### src/verilog/video_fx_pkg.sv
package video_fx_pkg;

	//////////////////////////////////////////////////////////////////////
	// Colour path
	//////////////////////////////////////////////////////////////////////

	// Bits per colour component
	localparam int color_bits = 8;

	// One channel each for R, G and B
	localparam int num_channels = 3;

	//////////////////////////////////////////////////////////////////////
	// Scanline darkening
	//////////////////////////////////////////////////////////////////////

	// Width of the scanline level code
	localparam int sl_bits = 2;

	// Level codes, as the OSD hands them over
	localparam logic [sl_bits-1:0] sl_none = 2'd0;
	// Odd line keeps three quarters
	localparam logic [sl_bits-1:0] sl_25   = 2'd1;
	// Odd line keeps half
	localparam logic [sl_bits-1:0] sl_50   = 2'd2;
	// Odd line keeps one quarter
	localparam logic [sl_bits-1:0] sl_75   = 2'd3;

endpackage

### src/verilog/video_timing_pkg.sv
package video_timing_pkg;

	//////////////////////////////////////////////////////////////////////
	// Pixel clock divider
	//////////////////////////////////////////////////////////////////////

	// Width of the enable divider counter
	localparam int pix_div_bits = 3;

	// Counter value that fires the pixel enable
	// One enable every eight CLK_VIDEO cycles
	localparam logic [pix_div_bits-1:0] pix_div_max = 3'd7;

	//////////////////////////////////////////////////////////////////////
	// Pipeline timing
	//////////////////////////////////////////////////////////////////////

	// Pixel enables from input sample to the VGA outputs
	// First enable samples the core, second one drives the pins
	localparam int pipe_ce_stages = 2;

	// Sync polarity on the core side is active low
	// VGA side pulses are positive, see the sync shaper

endpackage

### src/verilog/video_stream_if.sv
`timescale 1ns/10ps

// Shaped raster timing shared by the shaper, the channels and the out stage
interface video_stream_if;

	// One CLK_VIDEO wide strobe, once per pixel
	logic ce_pix;
	// Positive syncs
	logic hs;
	logic vs;
	// Combined horizontal and vertical blanking
	logic blank;
	// High on odd raster lines of the frame
	logic odd_line;
	// Scanline level, frozen for the frame
	logic [video_fx_pkg::sl_bits-1:0] sl_level;

	// Shaper drives everything
	modport source (
		output ce_pix, hs, vs, blank, odd_line, sl_level
	);

	// Colour channels only need the pixel qualifiers
	modport channel (
		input ce_pix, blank, odd_line, sl_level
	);

	// Out stage needs the syncs and blank to rebuild DE
	modport sink (
		input ce_pix, hs, vs, blank, sl_level
	);

endinterface

### src/verilog/scanline_channel.sv
`timescale 1ns/10ps

module scanline_channel (
	input  logic                                CLK_VIDEO,
	input  logic                                status,
	video_stream_if.channel                     vid,
	input  logic [video_fx_pkg::color_bits-1:0] pix_in,
	output logic [video_fx_pkg::color_bits-1:0] pix_out
);
	import video_fx_pkg::*;

	logic [color_bits-1:0] dim;
	logic [color_bits-1:0] pix_nxt;

	// Darkened value for odd lines, shifts drop the low bits
	always_comb begin
		case (vid.sl_level)
			sl_25:   dim = pix_in - (pix_in >> 2);
			sl_50:   dim = pix_in >> 1;
			sl_75:   dim = pix_in >> 2;
			default: dim = pix_in;
		endcase
	end

	// Blank forces black, even lines pass untouched
	always_comb begin
		if (vid.blank) begin
			pix_nxt = '0;
		end else if (vid.odd_line) begin
			pix_nxt = dim;
		end else begin
			pix_nxt = pix_in;
		end
	end

	//////////////////////////////////////////////////////////////////////
	// Channel register, one per pixel enable
	//////////////////////////////////////////////////////////////////////

	always_ff @(posedge CLK_VIDEO or posedge status) begin
		if (status) begin
			pix_out <= '0;
		end else if (vid.ce_pix) begin
			pix_out <= pix_nxt;
		end
	end

	// Sample lines up with the shaped syncs of the same enable

endmodule

### src/verilog/video_out_stage.sv
`timescale 1ns/10ps

module video_out_stage (
	input  logic                                CLK_VIDEO,
	input  logic                                status,
	video_stream_if.sink                        vid,
	input  logic [video_fx_pkg::color_bits-1:0] chan_pix [video_fx_pkg::num_channels],
	output logic [video_fx_pkg::color_bits-1:0] VGA_R,
	output logic [video_fx_pkg::color_bits-1:0] VGA_G,
	output logic [video_fx_pkg::color_bits-1:0] VGA_B,
	output logic                                VGA_HS,
	output logic                                VGA_VS,
	output logic                                VGA_DE,
	output logic [video_fx_pkg::sl_bits-1:0]    VGA_SL,
	output logic                                CE_PIXEL
);
	import video_timing_pkg::*;

	// Raw blank enters at the sampling enable
	// Shifted out at the enable that drives the pins
	logic [pipe_ce_stages-1:0] blank_pipe;

	//////////////////////////////////////////////////////////////////////
	// Output registers
	//////////////////////////////////////////////////////////////////////

	always_ff @(posedge CLK_VIDEO or posedge status) begin
		if (status) begin
			blank_pipe <= '1;
			VGA_HS     <= 1'b0;
			VGA_VS     <= 1'b0;
			VGA_R      <= '0;
			VGA_G      <= '0;
			VGA_B      <= '0;
		end else if (vid.ce_pix) begin
			blank_pipe <= {blank_pipe[pipe_ce_stages-2:0], vid.blank};
			// Shaper already spent one enable on the syncs
			VGA_HS     <= vid.hs;
			VGA_VS     <= vid.vs;
			// Channel order is R, G, B
			VGA_R      <= chan_pix[0];
			VGA_G      <= chan_pix[1];
			VGA_B      <= chan_pix[2];
		end
	end

	// Pipe is all ones in reset, so DE stays low
	assign VGA_DE = ~blank_pipe[pipe_ce_stages-1];

	// Scaler reads the level and the enable directly
	assign VGA_SL   = vid.sl_level;
	assign CE_PIXEL = vid.ce_pix;

endmodule

### src/verilog/video_scanline_top.sv
`timescale 1ns/10ps

module video_scanline_top (
	input  logic                                CLK_VIDEO,
	input  logic                                status,
	input  logic [video_fx_pkg::color_bits-1:0] r_in,
	input  logic [video_fx_pkg::color_bits-1:0] g_in,
	input  logic [video_fx_pkg::color_bits-1:0] b_in,
	input  logic                                hsync_n,
	input  logic                                vsync_n,
	input  logic                                hblank,
	input  logic                                vblank,
	input  logic [video_fx_pkg::sl_bits-1:0]    scanlines,
	output logic [video_fx_pkg::color_bits-1:0] VGA_R,
	output logic [video_fx_pkg::color_bits-1:0] VGA_G,
	output logic [video_fx_pkg::color_bits-1:0] VGA_B,
	output logic                                VGA_HS,
	output logic                                VGA_VS,
	output logic                                VGA_DE,
	output logic [video_fx_pkg::sl_bits-1:0]    VGA_SL,
	output logic                                CE_PIXEL
);
	import video_fx_pkg::*;

	// Core pixels in R, G, B order
	wire [color_bits-1:0] pix_in   [num_channels];
	// Registered channel values
	wire [color_bits-1:0] chan_pix [num_channels];

	video_stream_if vid ();

	assign pix_in[0] = r_in;
	assign pix_in[1] = g_in;
	assign pix_in[2] = b_in;

	//////////////////////////////////////////////////////////////////////
	// Timing, colour channels and output
	//////////////////////////////////////////////////////////////////////

	video_sync_shaper shaper_i (
		.CLK_VIDEO (CLK_VIDEO),
		.status    (status),
		.hsync_n   (hsync_n),
		.vsync_n   (vsync_n),
		.hblank    (hblank),
		.vblank    (vblank),
		.scanlines (scanlines),
		.vid       (vid)
	);

	// Same block for every colour
	for (genvar i = 0; i < num_channels; i++) begin : g_chan
		scanline_channel chan_i (
			.CLK_VIDEO (CLK_VIDEO),
			.status    (status),
			.vid       (vid),
			.pix_in    (pix_in[i]),
			.pix_out   (chan_pix[i])
		);
	end

	video_out_stage out_i (
		.CLK_VIDEO (CLK_VIDEO),
		.status    (status),
		.vid       (vid),
		.chan_pix  (chan_pix),
		.VGA_R     (VGA_R),
		.VGA_G     (VGA_G),
		.VGA_B     (VGA_B),
		.VGA_HS    (VGA_HS),
		.VGA_VS    (VGA_VS),
		.VGA_DE    (VGA_DE),
		.VGA_SL    (VGA_SL),
		.CE_PIXEL  (CE_PIXEL)
	);

endmodule

### src/verilog/video_sync_shaper.sv
`timescale 1ns/10ps

module video_sync_shaper (
	input  logic                             CLK_VIDEO,
	input  logic                             status,
	input  logic                             hsync_n,
	input  logic                             vsync_n,
	input  logic                             hblank,
	input  logic                             vblank,
	input  logic [video_fx_pkg::sl_bits-1:0] scanlines,
	video_stream_if.source                   vid
);
	import video_timing_pkg::*;
	import video_fx_pkg::*;

	logic [pix_div_bits-1:0] div;
	logic                    hs_r;
	logic                    vs_r;
	logic                    odd_r;
	logic [sl_bits-1:0]      sl_r;
	logic                    hs_rise;
	logic                    vs_load;
	logic                    vs_rise;

	//////////////////////////////////////////////////////////////////////
	// Pixel enable, CLK_VIDEO divided by eight
	//////////////////////////////////////////////////////////////////////

	always_ff @(posedge CLK_VIDEO or posedge status) begin
		if (status) begin
			div <= '0;
		end else if (div == pix_div_max) begin
			div <= '0;
		end else begin
			div <= div + 1'b1;
		end
	end

	// Counter sits at zero in reset, so no enable comes out
	assign vid.ce_pix = (div == pix_div_max);

	//////////////////////////////////////////////////////////////////////
	// Sync shaping, parity and level latch
	//////////////////////////////////////////////////////////////////////

	// HS about to go high on this enable
	assign hs_rise = ~hsync_n & ~hs_r;
	// VS may only move inside an active HS pulse
	assign vs_load = hs_r & ~hsync_n;
	// Start of a new frame
	assign vs_rise = vs_load & ~vsync_n & ~vs_r;

	always_ff @(posedge CLK_VIDEO or posedge status) begin
		if (status) begin
			hs_r  <= 1'b0;
			vs_r  <= 1'b0;
			odd_r <= 1'b0;
			sl_r  <= sl_none;
		end else if (vid.ce_pix) begin
			hs_r <= ~hsync_n;
			if (vs_load) begin
				vs_r <= ~vsync_n;
			end
			// Frame start wins, line 0 is even
			if (vs_rise) begin
				odd_r <= 1'b0;
			end else if (hs_rise) begin
				odd_r <= ~odd_r;
			end
			// Level only changes between frames
			if (vs_rise) begin
				sl_r <= scanlines;
			end
		end
	end

	assign vid.hs       = hs_r;
	assign vid.vs       = vs_r;
	assign vid.blank    = hblank | vblank;
	assign vid.odd_line = odd_r;
	assign vid.sl_level = sl_r;

endmodule

### config.mk
export PLATFORM = sky130hd
export DESIGN_NAME = video_scanline_top
export DESIGN_NICKNAME = d
export VERILOG_FILES = /design/src/verilog/video_fx_pkg.sv /design/src/verilog/video_timing_pkg.sv /design/src/verilog/video_stream_if.sv /design/src/verilog/scanline_channel.sv /design/src/verilog/video_out_stage.sv /design/src/verilog/video_scanline_top.sv /design/src/verilog/video_sync_shaper.sv
export SDC_FILE = /design/constraint.sdc
export NUM_CORES = 1
export LEC_CHECK = 0
export ABC_CLOCK_PERIOD_IN_PS = 4550
export BUFFER_PORTS_ARGS = -buffer_cell sky130_fd_sc_hd__buf_2
export CAP_MARGIN = 10
export CORE_ASPECT_RATIO = 0.75
export CORE_MARGIN = 3
export CORE_UTILIZATION = 50
export CTS_CLUSTER_DIAMETER = 60
export DETAILED_ROUTE_END_ITERATION = 10
export PLACE_DENSITY = 0.73
export SLEW_MARGIN = 20
export SYNTH_ARGS = -nofsm -noshare
export SYNTH_HDL_FRONTEND = slang
export SYNTH_HIERARCHICAL = 1
export SYNTH_SLANG_ARGS = --single-unit
### constraint.sdc
create_clock -name CLK_VIDEO -period 4.55 [get_ports CLK_VIDEO]
set_input_delay 0.91 -clock CLK_VIDEO [delete_from_list [all_inputs] [get_ports CLK_VIDEO]]
set_output_delay 0.91 -clock CLK_VIDEO [all_outputs]
set_load 0.1 [all_outputs]
* Word-level counts from Yosys, hierarchy flattened *
Cells that the tools add are included.
W data, S select, Z words.

word-level totals
  output and inout bits = 30
  word-level logic and storage cells = 49
  flip-flop bits (word level) = 60

operators by class
  muxes and demuxes = 12
  equality and inequality tests = 4
  bitwise logic cells = 11
  $add $sub $neg = 4
  reduce and logical (&&, ||, !) cells = 4

operators by type and width
  cell                   count
  $pmux W8 S3            3
  $mux W8                6
  $sub A8 B6 Y8          3
  $not A1 Y1             6
  $reduce_and A2 Y1      3
  $and A1 B1 Y1          4
  $eq A2 B2 Y1 const B   2
  $add A3 B1 Y3 const B  1
  $eq A3 B3 Y1 const B   1
  $mux W3                1
  $eq A2 B1 Y1 const B   1
  $mux W1                2
  $reduce_bool A2 Y1     1
  $or A1 B1 Y1           1

* Depth between registers and ports, before layout *
  depth in word-level cells = 6
  depth in mapped cells = 9

* Cells and area by module *
Netlist, hierarchy kept.

modules (own cells, without submodules)
  module             area an instance (µm²)  instances  cells each
  scanline_channel   878.3                   3          109
  video_out_stage    1,174.9                 1          64
  video_sync_shaper  341.6                   1          26

* Worst setup path after synthesis *
OpenSTA, ideal clock, no wires.

  path type = input -> register
  start point = input port r_in[0] (netlist bit)
  end point = register g_chan[0].chan_i/pix_out[6] (netlist bit)
  library setup time = 0.076 ns
  slack = 2.027 ns
  arrival time = 2.447 ns
  buffers on the path = 0
  stages on the path = 9
  required time = 4.474 ns
  path through = inv_1 ha_1 inv_1 fa_1 a211oi_1 o21bai_1 a21oi_1 mux2_2 o21ai_1

on the way
  word-level cells in the longest chain between the ends = 4

RTL lines
  what                  line                     source
  from (decl)           video_scanline_top.sv:6  input logic [video_fx_pkg::color_bits-1:0] r_in,
  $sub A8 B6 Y8         scanline_channel.sv:18   sl_25: dim = pix_in - (pix_in >> 2);
  $pmux W8 S3           scanline_channel.sv:17   case (vid.sl_level)
  $mux W8               scanline_channel.sv:29   end else if (vid.odd_line) begin
  $mux W8               scanline_channel.sv:27   if (vid.blank) begin
  to (signal assigned)  scanline_channel.sv:44   pix_out <= pix_nxt;
  to (decl)             scanline_channel.sv:8    output logic [video_fx_pkg::color_bits-1:0] pix_out

No other way between the ends.
A chain may end at the register's enable or synchronous reset.

* Worst setup path after layout *
  start point = register shaper_i.sl_r[0] (netlist: shaper_i/vid.sl_level[0])
  end point = output port VGA_SL[0] (netlist bit)

RTL lines
  what                    line                      source
  from (decl)             video_sync_shaper.sv:20   logic [sl_bits-1:0] sl_r;
  from (signal assigned)  video_sync_shaper.sv:58   sl_r <= sl_none;
  from (signal assigned)  video_sync_shaper.sv:72   sl_r <= scanlines;
  to (decl)               video_scanline_top.sv:20  output logic [video_fx_pkg::sl_bits-1:0] VGA_SL,

No word-level cell between the ends.

==> impl_metrics.toml <==
[timing]
tns_ps = 0
tightest_slew_ps = 893.4
timing.final.setup_violations = 0
timing.max_slew.rel_slack = 0.4044
hold_viol_final = 0
max_freq_mhz = 365.1
slew_viol_final = 0
period_minus_slack_ps = 2739
rsz0062_at_grt = "false"
timing.final.crit_share = 0.6019
final_critical_path_setup_slack_ps = 1811
worst_skew_ps = 8.802

[die]
placeable_core_region_um2 = 7988
design.die.area_um2 = 9444
die_w_um = 111.2
placement_rows = 28
fp.dieH_um = 84.92
floorplan.io_pins = 62
starting_density_of_the_core = 0.5197

[route]
detail_route.wirelength_um = 9066
drt_iter0_markers = 194
avgRoutedWirePerCell_um = 15.47
postRouteAntennaNets = 0
route.vias.total = 3251
post-route-drc-count = 0
drt_pre_antenna_iters = 4
routed_via_density = 5.548

[setup_path]
critical_path.max_fanout = 22
worst-endpoint-arrival_ps = 1830
critical_path.endpoint_type = "output pin"
path_cells = "buf_2"
r2r.worst_path.cells = 5
launching_point_of_the_worst_reg2reg_path = "shaper_i/vid.sl_level[0]"
crit_family = "flip-flops"
critical_path_buf_inv_count = 1
worst-setup-path-type = "flip-flop to output pin"
start_kind = "flip-flop"
setup.reg_to_reg.worst_slack_ps = 2150
worst_path_largest_cell_delay_ps = 930
cell_with_the_largest_stage_delay_on_the_worst_path = "dfrtp_1"
cp_data_required_time_ps = 3640
r2r_end = "g_chan[2].chan_i/pix_out[5]"

[finish]
mostFrequentLayoutCell = "buf_2"
layout.core_utilization = 0.5921
drive_above_1_share = 0.3160
final_area_um2 = 4730
antennaDiodeCount = 0
most_used_cells_in_the_layout_excluding_fill_and_tap_cells = "buf_2 (61), dfrtp_1 (58), nand2_1 (31)"
area_delta_synth_final_pct = 13.92
fin_nets = 531

[global_routing]
grt_pass1_wl_um = 15440
grt_antenna_before_repair = 0
grt_usage = 0.2013
grt_remaining_overflow = 0
grt_start_max_net_pins = 41
first_global_vias = 3139

[yosys]
ys_seq_area_frac = 0.3623
yosysWarningCount = 6
area_share_of_the_largest_cell_type_after_synthesis = 0.3496
synthTopCellsByArea = "dfrtp_1 (35%), mux2_4 (8.0%), ha_1 (6.0%), mux2_2 (5.4%), o21ai_0 (2.9%)"
synth_area_leader_cell = "dfrtp_1"
yosysUniqueCellTypes = 48
post_synth_inst_count = 417
synth_area_um2 = 4151
synthesis.nets = 472
synth.ff_latch_count = 60
syn_avg_cell_area_um2 = 9.956

[placement]
place_worst_setup_slack_ps = 1767
finalWeightedCongestion = 0.8833
dp_hpwl_um = 6726
numPortBuffers = 61
placed_area_um2 = 4494

[clock_tree]
clkTransAtPathRegs_ps = 70
cts_root_buffer = "clkbuf_8"
cts_buffer_depth = 2
post_cts_hold_buffer_count = 0
cts_htree_levels = 3
cts_made_buffers = 9
cts_tree = "yes"
clock_sinks = 60
clk-insertion-delay-late_ps = 330
post_cts.resized_instances = 0
number_of_buffers_inserted_by_post_cts_setup_repair = 0

[power]
power_per_cell_area_nw_per_um2 = 340.8
total_power_after_layout_mw = 1.612
total_leakage_power_nw = 2.281
max-vdd-ir-drop_uv = 230.5

[flow_run]
max-cap-violations = 0

[hold_path]
worstHoldPathType = "flip-flop to flip-flop"
whs_endpoint = "shaper_i/div[0]"
min-delay-start = "shaper_i/div[0]"
holdPathStages = 1

[status]
run_status = "finished, final reports clean"
[state kept, by name (all words and copies together) (netlist names)]
signal	cells
g_chan.chan_i/pix_out	24
out_i/VGA_B	8
out_i/VGA_G	8
out_i/VGA_R	8
shaper_i/div	3
out_i/blank_pipe	2
shaper_i/vid.sl_level	2
out_i/VGA_HS	1
out_i/VGA_VS	1
shaper_i/vid.hs	1
shaper_i/vid.odd_line	1
shaper_i/vid.vs	1
[cells in the mapped netlist (all sizes together)]
library cell and instances:
a21boi 3, o21ai 30, xor2 3, xnor2 3, o22ai 6, clkbuf 6
a21o 6, nand3b 1, o21bai 3, o211ai 6, buf 12, o21a 16
dfstp 2, nand4 3, nand3 15, and2b 10, nand2 31, nor2b 6
a21oi 15, or4b 3, o311ai 3, or3 1, o311a 3, a211oi 12
mux2 42, or2b 1, dfrtp 58, nor3 6, o31a 3, nand2b 12
inv 31, fa 3, or2 7, ha 20, a22o 3, and3 3
mux2i 9, nor2 19, o31ai 1
[per-layer routing]
metal	global-route usage	part of all wire
met1	0.2851	0.48
met2	0.3109	0.45
met3	0.05488	0.069
met4	0.04641	0.0036
met5	0	0
[logic make-up (layout without fill, tap and decap cells)]
group / count (synthesis) / count (layout) / synth area share
XOR/XNOR: 6 / 6 / 0.01266
AND/OR/NAND/NOR: 118 / 118 / 0.1492
adder cells (fa/ha/maj): 23 / 23 / 0.07474
multiplexers: 51 / 51 / 0.1555
buffers and inverters: 49 / 113 / 0.06027
flip-flops: 60 / 60 / 0.3623
AO/OA/AOI/OAI: 110 / 110 / 0.1854
[how the worst max path moves through the flow]
stage | from | endpoint | slack, ps | cells past startpoint
floorplan | r_in[0] | g_chan[0].chan_i/pix_out[6] | 2030 | 9
global placement | g_in[0] | g_chan[1].chan_i/pix_out[6] | 1830 | 10
detailed placement | b_in[0] | g_chan[2].chan_i/pix_out[6] | 1770 | 10
CTS | shaper_i/vid.sl_level[0] | VGA_SL[0] | 1770 | 1
global route | shaper_i/vid.sl_level[0] | VGA_SL[0] | 1710 | 1
finish | shaper_i/vid.sl_level[0] | VGA_SL[0] | 1810 | 1
[where the power goes]
group / leakage, nW / switching (mW) / total (mW) / internal, mW
logic: 1.37 / 0.304 / 0.450 / 0.146
clock network: 0.122 / 0.207 / 0.558 / 0.351
registers: 0.788 / 0.0339 / 0.603 / 0.569
total: 2.28 / 0.544 / 1.61 / 1.07
[metrics by stage]
step           hold WS (ps)  cells
2_1_floorplan         403.1    417
3_3_place_gp          424.7    570
3_5_place_dp          432.0    570
4_1_cts               441.1    586
5_1_grt               467.1    586
6_report              441.5    586
[area by class of cell]
cell class / instances / area (µm²)
Inverter: 31 / 116.4
Clock inverter: 4 / 70.07
Multi-Input combinational cell: 308 / 2400
Clock buffer: 12 / 165.2
Timing Repair Buffer: 66 / 342.8
Tap cell: 105 / 131.4
Fill cell: 687 / 3258
Sequential cell: 60 / 1504
(Power assumes the default switching activity.)
